**src/hw/dma_trans_pkg.sv**
```systemverilog
/*
 * DMA transfer-slot manager shared definitions
 * Sizes, request and command bundles, termination table entry
 */
`default_nettype none

package dma_trans_pkg;

   // ********************************************************
   // Sizes
   // ********************************************************
   localparam int NB_CTRLS     = 2;   // Requesting controllers
   localparam int NB_TRANSFERS = 4;   // Transfer slots
   localparam int SID_W        = 2;   // Slot id width
   localparam int CID_W        = 1;   // Controller index width
   localparam int LEN_W        = 4;
   localparam int QUEUE_DEPTH  = 4;   // Command queue entries

   // One bit per transfer slot
   typedef logic [NB_TRANSFERS-1:0] sid_vec_t;

   // Request from one controller
   typedef struct packed {
      logic [LEN_W-1:0] len;
      logic             ele;   // Event enable
      logic             ile;   // Interrupt enable
      logic             ble;   // Broadcast enable
   } dma_req_t;

   // Command handed to the transfer engine
   typedef struct packed {
      logic [SID_W-1:0] sid;
      logic [LEN_W-1:0] len;
   } dma_cmd_t;

   // Completion routing info kept per slot
   typedef struct packed {
      logic [CID_W-1:0] cid;   // Owner controller
      logic             ele;
      logic             ile;
      logic             ble;
   } term_info_t;

endpackage

`default_nettype wire
```
**src/hw/dma_trans_top.sv**
```systemverilog
/*
 * DMA transfer-slot manager top level
 */
`timescale 1ns/1ns
`default_nettype none

module dma_trans_top (
   input  wire logic                                                clk_i,
   input  wire logic                                                rst_ni,
   input  wire logic [dma_trans_pkg::NB_CTRLS-1:0]                  req_valid_i,
   input  wire dma_trans_pkg::dma_req_t [dma_trans_pkg::NB_CTRLS-1:0] req_i,
   output logic [dma_trans_pkg::NB_CTRLS-1:0]                       req_ready_o,
   output logic [dma_trans_pkg::NB_CTRLS-1:0][dma_trans_pkg::SID_W-1:0] sid_o,
   input  wire dma_trans_pkg::sid_vec_t [dma_trans_pkg::NB_CTRLS-1:0] clr_i,
   output dma_trans_pkg::sid_vec_t                                  status_o,
   output logic [dma_trans_pkg::NB_CTRLS-1:0]                       evt_o,
   output logic [dma_trans_pkg::NB_CTRLS-1:0]                       int_o
);
   import dma_trans_pkg::*;

   logic             arb_valid;
   dma_req_t         arb_req;
   logic [CID_W-1:0] arb_cid;
   logic             arb_ready;
   logic [SID_W-1:0] alloc_sid;
   logic             push_valid, push_ready;
   dma_cmd_t         push_cmd;
   logic             pop_valid, pop_ready;
   dma_cmd_t         pop_cmd;
   sid_vec_t         term_sig;

   assign sid_o = {NB_CTRLS{alloc_sid}};   // Same sid seen by every controller

   ctrl_arbiter u_arbiter (
      .clk_i, .rst_ni, .req_valid_i, .req_i, .req_ready_o,
      .arb_valid_o (arb_valid), .arb_req_o (arb_req),
      .arb_cid_o   (arb_cid),   .arb_ready_i (arb_ready)
   );

   trans_allocator u_allocator (
      .clk_i, .rst_ni,
      .arb_valid_i (arb_valid), .arb_req_i (arb_req), .arb_cid_i (arb_cid),
      .arb_ready_o (arb_ready), .sid_o (alloc_sid),
      .push_valid_o (push_valid), .push_cmd_o (push_cmd), .push_ready_i (push_ready),
      .clr_i, .term_sig_i (term_sig), .status_o, .evt_o, .int_o
   );

   cmd_queue #(.T(dma_cmd_t), .DEPTH(QUEUE_DEPTH)) u_queue (
      .clk_i, .rst_ni,
      .push_valid_i (push_valid), .push_data_i (push_cmd), .push_ready_o (push_ready),
      .pop_valid_o  (pop_valid),  .pop_data_o  (pop_cmd),  .pop_ready_i  (pop_ready)
   );

   transfer_engine u_engine (
      .clk_i, .rst_ni,
      .cmd_valid_i (pop_valid), .cmd_i (pop_cmd), .cmd_ready_o (pop_ready),
      .term_sig_o  (term_sig)
   );

endmodule

`default_nettype wire

```
**src/hw/transfer_engine.sv**
```systemverilog
/*
 * Transfer engine model
 * Runs one command at a time for len+1 cycles, then signals its termination
 */
`timescale 1ns/1ns
`default_nettype none

module transfer_engine (
   input  wire logic                    clk_i,
   input  wire logic                    rst_ni,
   input  wire logic                    cmd_valid_i,
   input  wire dma_trans_pkg::dma_cmd_t cmd_i,
   output logic                         cmd_ready_o,
   output dma_trans_pkg::sid_vec_t      term_sig_o
);
   import dma_trans_pkg::*;

   typedef enum logic {
      ST_IDLE,
      ST_RUN
   } state_e;

   state_e           state_q;
   logic [LEN_W-1:0] cnt_q;     // Cycles left after this one
   logic [SID_W-1:0] sid_q;
   sid_vec_t         term_q;
   logic             done;

   assign cmd_ready_o = (state_q == ST_IDLE);
   assign done        = (state_q == ST_RUN) && (cnt_q == '0);
   assign term_sig_o  = term_q;

   always_ff @(posedge clk_i or negedge rst_ni)
   begin
      if (!rst_ni)
      begin
         state_q <= ST_IDLE;
         cnt_q   <= '0;
         term_q  <= '0;
      end
      else
      begin
         term_q <= done ? (sid_vec_t'(1) << sid_q) : '0;   // One-cycle pulse
         case (state_q)
            ST_IDLE:
            begin
               if (cmd_valid_i)
               begin
                  state_q <= ST_RUN;
                  cnt_q   <= cmd_i.len;
               end
            end
            ST_RUN:
            begin
               if (done)
                  state_q <= ST_IDLE;
               else
                  cnt_q <= cnt_q - 1'b1;
            end
            default: state_q <= ST_IDLE;
         endcase
      end
   end

   // Current sid held for the termination pulse
   always_ff @(posedge clk_i)
   begin
      if (cmd_valid_i && cmd_ready_o)
         sid_q <= cmd_i.sid;
   end

endmodule

`default_nettype wire

```
**src/hw/cmd_queue.sv**
```systemverilog
/*
 * Command queue
 * Circular-buffer FIFO of any payload type, valid/ready on both sides
 */
`timescale 1ns/1ns
`default_nettype none

module cmd_queue #(
   parameter type T     = logic,
   parameter int  DEPTH = 4
) (
   input  wire logic clk_i,
   input  wire logic rst_ni,
   input  wire logic push_valid_i,
   input  wire T     push_data_i,
   output logic      push_ready_o,
   output logic      pop_valid_o,
   output T          pop_data_o,
   input  wire logic pop_ready_i
);
   localparam int PTR_W = (DEPTH > 1) ? $clog2(DEPTH) : 1;
   localparam int CNT_W = $clog2(DEPTH + 1);

   T                 mem_q [DEPTH];
   logic [PTR_W-1:0] wr_ptr_q;
   logic [PTR_W-1:0] rd_ptr_q;
   logic [CNT_W-1:0] count_q;
   logic             do_push;
   logic             do_pop;

   assign push_ready_o = (count_q != CNT_W'(DEPTH));
   assign pop_valid_o  = (count_q != '0);
   assign pop_data_o   = mem_q[rd_ptr_q];
   assign do_push      = push_valid_i & push_ready_o;
   assign do_pop       = pop_valid_o & pop_ready_i;

   always_ff @(posedge clk_i or negedge rst_ni)
   begin
      if (!rst_ni)
      begin
         wr_ptr_q <= '0;
         rd_ptr_q <= '0;
         count_q  <= '0;
      end
      else
      begin
         if (do_push)
            wr_ptr_q <= (wr_ptr_q == PTR_W'(DEPTH - 1)) ? '0 : wr_ptr_q + 1'b1;
         if (do_pop)
            rd_ptr_q <= (rd_ptr_q == PTR_W'(DEPTH - 1)) ? '0 : rd_ptr_q + 1'b1;
         if (do_push && !do_pop)
            count_q <= count_q + 1'b1;
         else if (do_pop && !do_push)
            count_q <= count_q - 1'b1;
      end
   end

   always_ff @(posedge clk_i)
   begin
      if (do_push)
         mem_q[wr_ptr_q] <= push_data_i;
   end

   // A push into a full queue would carry the count past the depth
   a_no_overflow : assert property (@(posedge clk_i) disable iff (!rst_ni)
      count_q <= CNT_W'(DEPTH))
      else $error("Push into a full queue");

endmodule

`default_nettype wire

```
**src/hw/trans_allocator.sv**
```systemverilog
/*
 * Transfer slot allocator
 * Hands out sids, tracks busy slots and routes completion events and interrupts
 */
`timescale 1ns/1ns
`default_nettype none

module trans_allocator (
   input  wire logic                                                clk_i,
   input  wire logic                                                rst_ni,
   input  wire logic                                                arb_valid_i,
   input  wire dma_trans_pkg::dma_req_t                             arb_req_i,
   input  wire logic [dma_trans_pkg::CID_W-1:0]                     arb_cid_i,
   output logic                                                     arb_ready_o,
   output logic [dma_trans_pkg::SID_W-1:0]                          sid_o,
   output logic                                                     push_valid_o,
   output dma_trans_pkg::dma_cmd_t                                  push_cmd_o,
   input  wire logic                                                push_ready_i,
   input  wire dma_trans_pkg::sid_vec_t [dma_trans_pkg::NB_CTRLS-1:0] clr_i,
   input  wire dma_trans_pkg::sid_vec_t                             term_sig_i,
   output dma_trans_pkg::sid_vec_t                                  status_o,
   output logic [dma_trans_pkg::NB_CTRLS-1:0]                       evt_o,
   output logic [dma_trans_pkg::NB_CTRLS-1:0]                       int_o
);
   import dma_trans_pkg::*;

   sid_vec_t         busy_q;
   sid_vec_t         clr_all;
   logic [SID_W-1:0] free_sid;
   logic             any_free;
   logic             accept;

   term_info_t       tbl_q  [NB_TRANSFERS];   // Routing info per slot
   term_info_t       tbuf_q [NB_TRANSFERS];   // Copy taken at termination
   sid_vec_t         pend_q;                  // Terminations not yet delivered
   logic             ser_valid;
   logic [SID_W-1:0] ser_sid;
   term_info_t       ser_info;

   // ********************************************************
   // Slot allocation
   // ********************************************************
   always_comb
   begin
      free_sid = '0;
      for (int i = NB_TRANSFERS - 1; i >= 0; i--)
      begin
         if (!busy_q[i])
         begin
            free_sid = SID_W'(i);   // Last hit is the lowest free slot
         end
      end
   end

   assign any_free     = ~&busy_q;
   assign arb_ready_o  = any_free & push_ready_i;
   assign accept       = arb_valid_i & arb_ready_o;
   assign sid_o        = free_sid;
   assign push_valid_o = arb_valid_i & any_free;
   assign push_cmd_o   = '{sid: free_sid, len: arb_req_i.len};
   assign status_o     = busy_q;

   // Clear masks from every controller merged
   always_comb
   begin
      clr_all = '0;
      for (int c = 0; c < NB_CTRLS; c++)
      begin
         clr_all |= clr_i[c];
      end
   end

   always_ff @(posedge clk_i or negedge rst_ni)
   begin
      if (!rst_ni)
      begin
         busy_q <= '0;
      end
      else
      begin
         busy_q <= (busy_q | (sid_vec_t'(accept) << free_sid)) & ~clr_all;   // Clear wins
      end
   end

   always_ff @(posedge clk_i)
   begin
      if (accept)
      begin
         tbl_q[free_sid] <= '{cid: arb_cid_i, ele: arb_req_i.ele,
                              ile: arb_req_i.ile, ble: arb_req_i.ble};
      end
   end

   // ********************************************************
   // Termination buffering and serialization
   // ********************************************************
   always_comb
   begin
      ser_valid = 1'b0;
      ser_sid   = '0;
      for (int i = 0; i < NB_TRANSFERS; i++)
      begin
         if (pend_q[i])
         begin
            ser_valid = 1'b1;
            ser_sid   = SID_W'(i);   // Highest pending index wins
         end
      end
   end

   assign ser_info = tbuf_q[ser_sid];

   always_ff @(posedge clk_i or negedge rst_ni)
   begin
      if (!rst_ni)
      begin
         pend_q <= '0;
      end
      else
      begin
         pend_q <= term_sig_i | (pend_q & ~(sid_vec_t'(ser_valid) << ser_sid));
      end
   end

   always_ff @(posedge clk_i)
   begin
      for (int i = 0; i < NB_TRANSFERS; i++)
      begin
         if (term_sig_i[i])
         begin
            tbuf_q[i] <= tbl_q[i];
         end
      end
   end

   // Broadcast reaches everyone, otherwise only the owner
   always_comb
   begin
      evt_o = '0;
      int_o = '0;
      for (int c = 0; c < NB_CTRLS; c++)
      begin
         if (ser_valid && (ser_info.ble || ser_info.cid == CID_W'(c)))
         begin
            evt_o[c] = ser_info.ele;
            int_o[c] = ser_info.ile;
         end
      end
   end

   a_term_busy : assert property (@(posedge clk_i) disable iff (!rst_ni)
      (term_sig_i & ~busy_q) == '0)
      else $error("Termination for a slot that is not busy");

   a_push_free : assert property (@(posedge clk_i) disable iff (!rst_ni)
      push_valid_o |-> !busy_q[push_cmd_o.sid])
      else $error("Command pushed for a busy slot");

endmodule

`default_nettype wire

```
**src/hw/ctrl_arbiter.sv**
```systemverilog
/*
 * Controller request arbiter
 * Round-robin choice among the controllers' valid/ready request channels
 */
`timescale 1ns/1ns
`default_nettype none

module ctrl_arbiter (
   input  wire logic                                                clk_i,
   input  wire logic                                                rst_ni,
   input  wire logic [dma_trans_pkg::NB_CTRLS-1:0]                  req_valid_i,
   input  wire dma_trans_pkg::dma_req_t [dma_trans_pkg::NB_CTRLS-1:0] req_i,
   output logic [dma_trans_pkg::NB_CTRLS-1:0]                       req_ready_o,
   output logic                                                     arb_valid_o,
   output dma_trans_pkg::dma_req_t                                  arb_req_o,
   output logic [dma_trans_pkg::CID_W-1:0]                          arb_cid_o,
   input  wire logic                                                arb_ready_i
);
   import dma_trans_pkg::*;

   logic [CID_W-1:0] rr_q;      // Highest-priority controller this cycle
   logic [CID_W-1:0] win_cid;
   logic             found;

   // Search from the pointer upwards, wrapping around
   always_comb
   begin
      int unsigned idx;
      found   = 1'b0;
      win_cid = '0;
      for (int unsigned k = 0; k < NB_CTRLS; k++)
      begin
         idx = (int'(rr_q) + k) % NB_CTRLS;
         if (!found && req_valid_i[idx])
         begin
            found   = 1'b1;
            win_cid = CID_W'(idx);
         end
      end
   end

   assign arb_valid_o = found;
   assign arb_req_o   = req_i[win_cid];
   assign arb_cid_o   = win_cid;

   always_comb
   begin
      req_ready_o = '0;
      req_ready_o[win_cid] = found & arb_ready_i;   // Only the winner sees ready
   end

   always_ff @(posedge clk_i or negedge rst_ni)
   begin
      if (!rst_ni)
      begin
         rr_q <= '0;
      end
      else if (found && arb_ready_i)
      begin
         rr_q <= (win_cid == CID_W'(NB_CTRLS - 1)) ? '0 : win_cid + 1'b1;
      end
   end

   a_one_ready : assert property (@(posedge clk_i) disable iff (!rst_ni)
      $onehot0(req_ready_o))
      else $error("More than one controller granted");

endmodule

`default_nettype wire

```
**config.mk**
```make
export PLATFORM = sky130hd
export DESIGN_NAME = dma_trans_top
export DESIGN_NICKNAME = d
export VERILOG_FILES = /design/src/hw/dma_trans_pkg.sv /design/src/hw/dma_trans_top.sv /design/src/hw/transfer_engine.sv /design/src/hw/cmd_queue.sv /design/src/hw/trans_allocator.sv /design/src/hw/ctrl_arbiter.sv
export SDC_FILE = /design/constraint.sdc
export NUM_CORES = 1
export LEC_CHECK = 0
export BUFFER_PORTS_ARGS = -buffer_cell sky130_fd_sc_hd__buf_2
export CAP_MARGIN = 20
export CORE_MARGIN = 2
export CORE_UTILIZATION = 55
export CTS_BUF_LIST = sky130_fd_sc_hd__clkbuf_16
export DETAILED_ROUTE_END_ITERATION = 12
export PLACE_DENSITY = 0.76
export SLEW_MARGIN = 20
export SYNTH_ARGS = -nofsm -noshare
export SYNTH_HDL_FRONTEND = slang
export SYNTH_SLANG_ARGS = --single-unit
export TNS_END_PERCENT = 1
```
**constraint.sdc**
```tcl
create_clock -name clk_i -period 2.93 [get_ports clk_i]
set_input_delay 0.4395 -clock clk_i [delete_from_list [all_inputs] [get_ports clk_i]]
set_output_delay 0.4395 -clock clk_i [all_outputs]
set_load 0.02 [all_outputs]
```
# Word level (Yosys, flattened, before mapping)
# Memories as Yosys holds them, arrays and structs flattened.
# Cells that the tools add are included.
[classes]
magnitude_cmp = 4
add_sub_neg = 7
muxes = 51
n_mul = 0
eq_ne = 5
bitwise = 15
n_shift = 3
div = 0
n_reduce_logical = 20
[ops]
columns = ["op", "n"]
rows = [
  ["1-bit 2-to-1 mux", 33],
  ["2-bit 2-to-1 mux", 8],
  ["7-bit 2-to-1 mux", 2],
  ["4-bit 2-to-1 mux", 3],
  ["4-bit bitwise OR", 3],
  ["1-bit logical AND", 9],
  ["4-bit AND", 2],
  ["4-bit NOT", 2],
  ["4-bit one-hot mux with 2 select lines", 1],
  ["1-bit by 2-bit left shift with 4-bit output", 2],
  ["1-bit by 2-bit < comparator with 1-bit output, second input constant", 3],
  ["3-bit 2-to-1 mux", 2],
  ["1-bit AND", 5],
  ["2-bit by 1-bit adder with 2-bit output, second input constant", 2],
  ["2-bit == test, second input constant", 2],
  ["1-bit logical NOT", 4],
  ["4-bit logical NOT", 1],
  ["4-bit AND reduction", 1],
  ["1-bit by 2-bit left shift with 4-bit output, first input constant", 1],
  ["4-bit by 1-bit subtractor with 4-bit output, second input constant", 1],
  ["3-bit by 1-bit adder with 3-bit output, second input constant", 1],
  ["3-bit != test, second input constant", 1],
  ["3-bit nonzero test", 1],
  ["3-bit by 1-bit subtractor with 3-bit output, second input constant", 1],
  ["11 further kinds", 14],
]
[totals]
mem_bits_rw = 56
romBits = 0
register_bits = 27
out_inout_bits = 14
word_cells = 118
latch_bits = 0
mem_count = 3
[mem_list]
columns = ["name", "words", "width", "rd", "rd_ports_with_merged_regs", "wr", "line_no", "rtl"]
rows = [
  ["u_queue.mem_q", 4, 6, 1, 0, 1, "cmd_queue.sv:24", "T mem_q [DEPTH];"],
  ["u_allocator.tbl_q", 4, 4, 4, 0, 1, "trans_allocator.sv:33", "term_info_t tbl_q [NB_TRANSFERS];"],
  ["u_allocator.tbuf_q", 4, 4, 1, 0, 4, "trans_allocator.sv:34", "term_info_t tbuf_q [NB_TRANSFERS];"],
]

# Depth between registers and ports, before layout
[logic_depth]
depth_word = 12
depth_mapped = 10
mapped_depth_nobuf = 8

# By module
# Synthesis repeated with hierarchy kept, for this count alone.
[hier_totals]
cells_unflattened = 232
area_unflattened_um2 = 3592.2
[by_module_without_submodules]
columns = ["module", "seq_area_each_um2", "area_per_inst_um2", "cells_each", "n_inst"]
rows = [
  ["trans_allocator", 1161.1, 1551.5, 101, 1],
  ["cmd_queue", 895.9, 1313.8, 69, 1],
  ["transfer_engine", 285.3, 519.2, 43, 1],
  ["ctrl_arbiter", 25.0, 192.7, 17, 1],
  ["dma_trans_top", 0.0, 15.0, 2, 1],
]

# Worst setup path before layout
# OpenSTA, ideal clock, no wires.
[synth_timing]
path_type = "flip-flop to flip-flop"
from = "reg u_queue.count_q[0]"
to = "reg u_queue.count_q[1]"
period_less_slack_ns = 2.230
arrival_time_ns = 2.105
setup_slack_ns = 0.700
required_ns = 2.805
path_stages_with_launch = 9
n_path_buf = 2
cell_sequence = "dfrtp_1 or3b_1 buf_6 and3_4 buf_6 ha_1 inv_1 fa_1 mux2_2"
[synth_via]
elab_chain_cells = 5
[synth_lines]
columns = ["element", "line_no", "rtl"]
rows = [
  ["start, declared", "cmd_queue.sv:27", "logic [CNT_W-1:0] count_q;"],
  ["start signal, assigned", "cmd_queue.sv:52", "count_q <= count_q + 1'b1;"],
  ["start signal, assigned", "cmd_queue.sv:54", "count_q <= count_q - 1'b1;"],
  ["3-bit != test (*)", "cmd_queue.sv:31", "assign push_ready_o = (count_q != CNT_W'(DEPTH));"],
  ["1-bit AND (*)", "cmd_queue.sv:34", "assign do_push = push_valid_i & push_ready_o;"],
  ["via u_queue.do_push", "cmd_queue.sv:28", "logic do_push;"],
  ["1-bit logical NOT", "cmd_queue.sv:53", "else if (do_pop && !do_push)"],
  ["1-bit logical AND", "cmd_queue.sv:53", ""],
  ["2-bit nonzero test (no line)", "n/a", ""],
]
# The timed path passes the listed nets; every way through them passes the cells marked *. The select of a mux whose other input is x is not followed.
# A chain may end at the register's enable or synchronous reset.

# Worst setup path in the final report
[layout_timing]
from = "reg u_queue.count_q[0]"
to = "out req_ready_o[0] in the netlist's numbering"
[layout_via]
elab_chain_cells = 4
[layout_lines]
columns = ["element", "line_no", "rtl"]
rows = [
  ["3-bit != test", "cmd_queue.sv:31", ""],
  ["1-bit AND", "trans_allocator.sv:56", "assign arb_ready_o = any_free & push_ready_i;"],
  ["1-bit AND", "ctrl_arbiter.sv:49", "req_ready_o[win_cid] = found & arb_ready_i;"],
  ["2-bit AND (no line)", "n/a", ""],
  ["end, declared", "dma_trans_top.sv:12", "output logic [dma_trans_pkg::NB_CTRLS-1:0] req_ready_o,"],
]
# No other way between the ends.

==> results.json <==
{
  "synth_cell_types": 48,
  "routed_via_density": 5.53,
  "gp_congestion": 0.787,
  "synth_commonest_cells": "58 x edfxtp_1, 25 x dfrtp_1, 13 x inv_1, 13 x mux2_2, 9 x nor2_1",
  "grt_pass1_vias": 1888,
  "syn_area_per_cell_sq_um": 15.5,
  "vdd_drop_max_v": 0.000529,
  "synth_most_common_cell": "edfxtp_1",
  "cts-root-buf": "clkbuf_16",
  "clockBufferDepth": 2,
  "cts.repair.resized": 0,
  "groute.usage.overall_pct": 17.3,
  "fp.dieH_um": 83.9,
  "hold_path.class": "input pin to async pin",
  "post_cts_buffers": 0,
  "synth_edf_count": 58,
  "pin_count": 40,
  "synth_nets": 262,
  "layout_setup_ws_ps": 609,
  "stdcell_count": 349,
  "setup.worst_path.end_class": "output pin",
  "route.antenna.remaining_nets": 0,
  "p_leak_uw": 0.00162,
  "seq_area_frac_synth_pct": 67.5,
  "syn2layout_area_growth_pct": 15.2,
  "post-route-min-period_ps": 2320,
  "outcome": "finished clean",
  "yosysWarnings": 0,
  "wl_mm": 5.61,
  "numPortBuffers": 39,
  "synth.area.top_cells": "edfxtp_1 50%, dfrtp_1 18%, mux2_2 4.2%",
  "wl_per_cell_um": 16.1,
  "num_vias": 1929,
  "period_share_pct": 79.2,
  "place_inst": 333,
  "ys_ff_latch": 83,
  "final_core_util_pct": 64.4,
  "synth_top_cell_by_area": "edfxtp_1",
  "ctsHoldBuffers": 0,
  "yosys.area.top_type_share_pct": 49.6,
  "synth_ff_type": "edfxtp_1",
  "num_rows": 29,
  "power.density_nw_per_um2": 954,
  "drc_errors": 0,
  "diodes": 0,
  "max_freq_mhz": 431,
  "synthArstFlopShare_pct": 30.1,
  "finalSetupTns_ps": 0,
  "drive_gt1_share_pct": 32.0,
  "drt_iter0_drc": 107,
  "rr_startpoint": "u_queue.count_q[0]",
  "path_class": "flop to output pin",
  "stdcell_area_sq_um": 4040,
  "tightestPinTransition_ps": 910,
  "syn-cell-area_sq_um": 3510,
  "finalNetCount": 302,
  "fp.dieW_um": 83.9,
  "core-area_sq_um": 6280,
  "numCtsBuffers": 9,
  "start_util_pct": 55.9,
  "crit_start": "u_queue.count_q[0]",
  "htree_levels": 3,
  "synthCells": 227,
  "grt_pass1_wl_mm": 9.07,
  "drtPass1Iterations": 4,
  "dieArea_sq_um": 7040,
  "hold_viol_final": 0,
  "clkSlewWorstSetupHoldPaths_ps": 60,
  "crit_fanout": 8,
  "cts_tree": "built",
  "slew_viol_final": 0,
  "rr_worst_depth": 8,
  "grt_overflow": 0,
  "maxSlewHeadroom_pct": 38.5,
  "antenna_found_initial": 0,
  "cp-start-kind": "flop",
  "cp.required_ps": 2490,
  "finalClockSkew_ps": 8.15,
  "maxCapViolCount": 0,
  "crit_arrival_ps": 1880,
  "place_area_sq_um": 3740,
  "cts_sinks": 83,
  "grt_max_degree": 26,
  "place_hpwl_mm": 4.02,
  "clk_latency_ps": 340,
  "dp_slack_ps": 667,
  "rsz0062_at_grt": "no",
  "finalSetupViolCount": 0
}
area by class of cell:
| type | instances | area, sq um |
|---|---|---|
| repair buffers | 39 | 195 |
| clock inverters | 7 | 77.6 |
| fillers | 453 | 2230 |
| flip-flops and latches | 83 | 2370 |
| inverters | 13 | 48.8 |
| well taps | 77 | 96.3 |
| clock buffers | 9 | 225 |
| multi-input cells | 121 | 1030 |
kinds of logic after synthesis:
| group | Yosys count | share of synthesized area [%] |
|---|---|---|
| AO/OA/AOI/OAI | 31 | 6.20 |
| XOR/XNOR | 3 | 0.749 |
| adder cells (fa/ha/maj) | 9 | 3.42 |
| buffers and inverters | 23 | 3.14 |
| flip-flops | 83 | 67.5 |
| multiplexers | 24 | 9.73 |
| AND/OR/NAND/NOR | 54 | 9.31 |
critical path, cell delays in order, from the launching register on:
cell and delay (ps):
dfrtp_1 460, or3b_1 520, and3_4 230, and2_2 190
buf_2 150
per-layer routing:
metal	track usage [%]	up-vias	share of wire, %
li1	-	932	-
met1	20.8	935	43
met2	29.2	53	51
met3	3.26	9	3.4
met4	9.68	0	2.6
met5	0	-	0
metrics by stage:
stage	hold WS, ps	power (uW)
2_1_floorplan	144	2530
3_3_place_gp	403	2720
3_5_place_dp	405	2760
4_1_cts	131	3890
5_1_grt	165	4050
6_report	114	3860
power by group:
group          switching, uW  internal [uW]  total (uW)  leakage (uW)
logic                    459            485         944      0.000627
clock network            452            666        1120      0.000145
registers                224           1570        1800      0.000851
total                   1140           2720        3860       0.00162
layout by cell type (no fill, tap or decap), types with 2 or more instances in the layout:
| master | n |
|---|---|
| a211oi_1 | 6 |
| a21oi_1 | 5 |
| o21ai_0 | 4 |
| a31oi_1 | 2 |
| ha_1 | 8 |
| o211ai_1 | 2 |
| xor2_1 | 2 |
| or2_2 | 2 |
| nor2_1 | 9 |
| nor3b_1 | 3 |
| mux4_2 | 6 |
| nand2b_1 | 7 |
| o221ai_1 | 2 |
| clkbuf_16 | 9 |
| nand4_1 | 2 |
| dfrtp_1 | 25 |
| nand2_1 | 8 |
| mux2_2 | 13 |
| nor3_1 | 4 |
| inv_1 | 14 |
| edfxtp_1 | 58 |
| a21o_1 | 3 |
| buf_2 | 39 |
| nand3b_1 | 2 |
| o32ai_1 | 2 |
| mux2i_1 | 3 |
| clkinvlp_4 | 2 |
| mux2_4 | 2 |
| nor4_1 | 2 |
| and2_2 | 5 |
registers in the layout, indices dropped and copies added, names as in the netlist:
register	count
u_queue.mem_q	24
u_allocator.tbl_q	16
u_allocator.tbuf_q	16
u_allocator.pend_q	4
u_allocator.status_o	4
u_engine.cnt_q	4
u_engine.term_sig_o	4
u_queue.count_q	3
u_engine.sid_q	2
u_queue.rd_ptr_q	2
u_queue.wr_ptr_q	2
u_arbiter.rr_q	1
u_engine.state_q	1
worst paths after layout:
check                                            to  slack, ps
hold reg to reg            u_allocator.tbuf_q[3][0]        420
hold / removal                u_allocator.pend_q[1]        110
min in group clk_i          u_allocator.status_o[1]        250
setup / recovery                     req_ready_o[0]        610
max in group asynchronous       u_queue.rd_ptr_q[1]       2420
setup reg to reg                 u_queue.count_q[2]        620
Note: power is estimated with default switching activity, not from simulation.
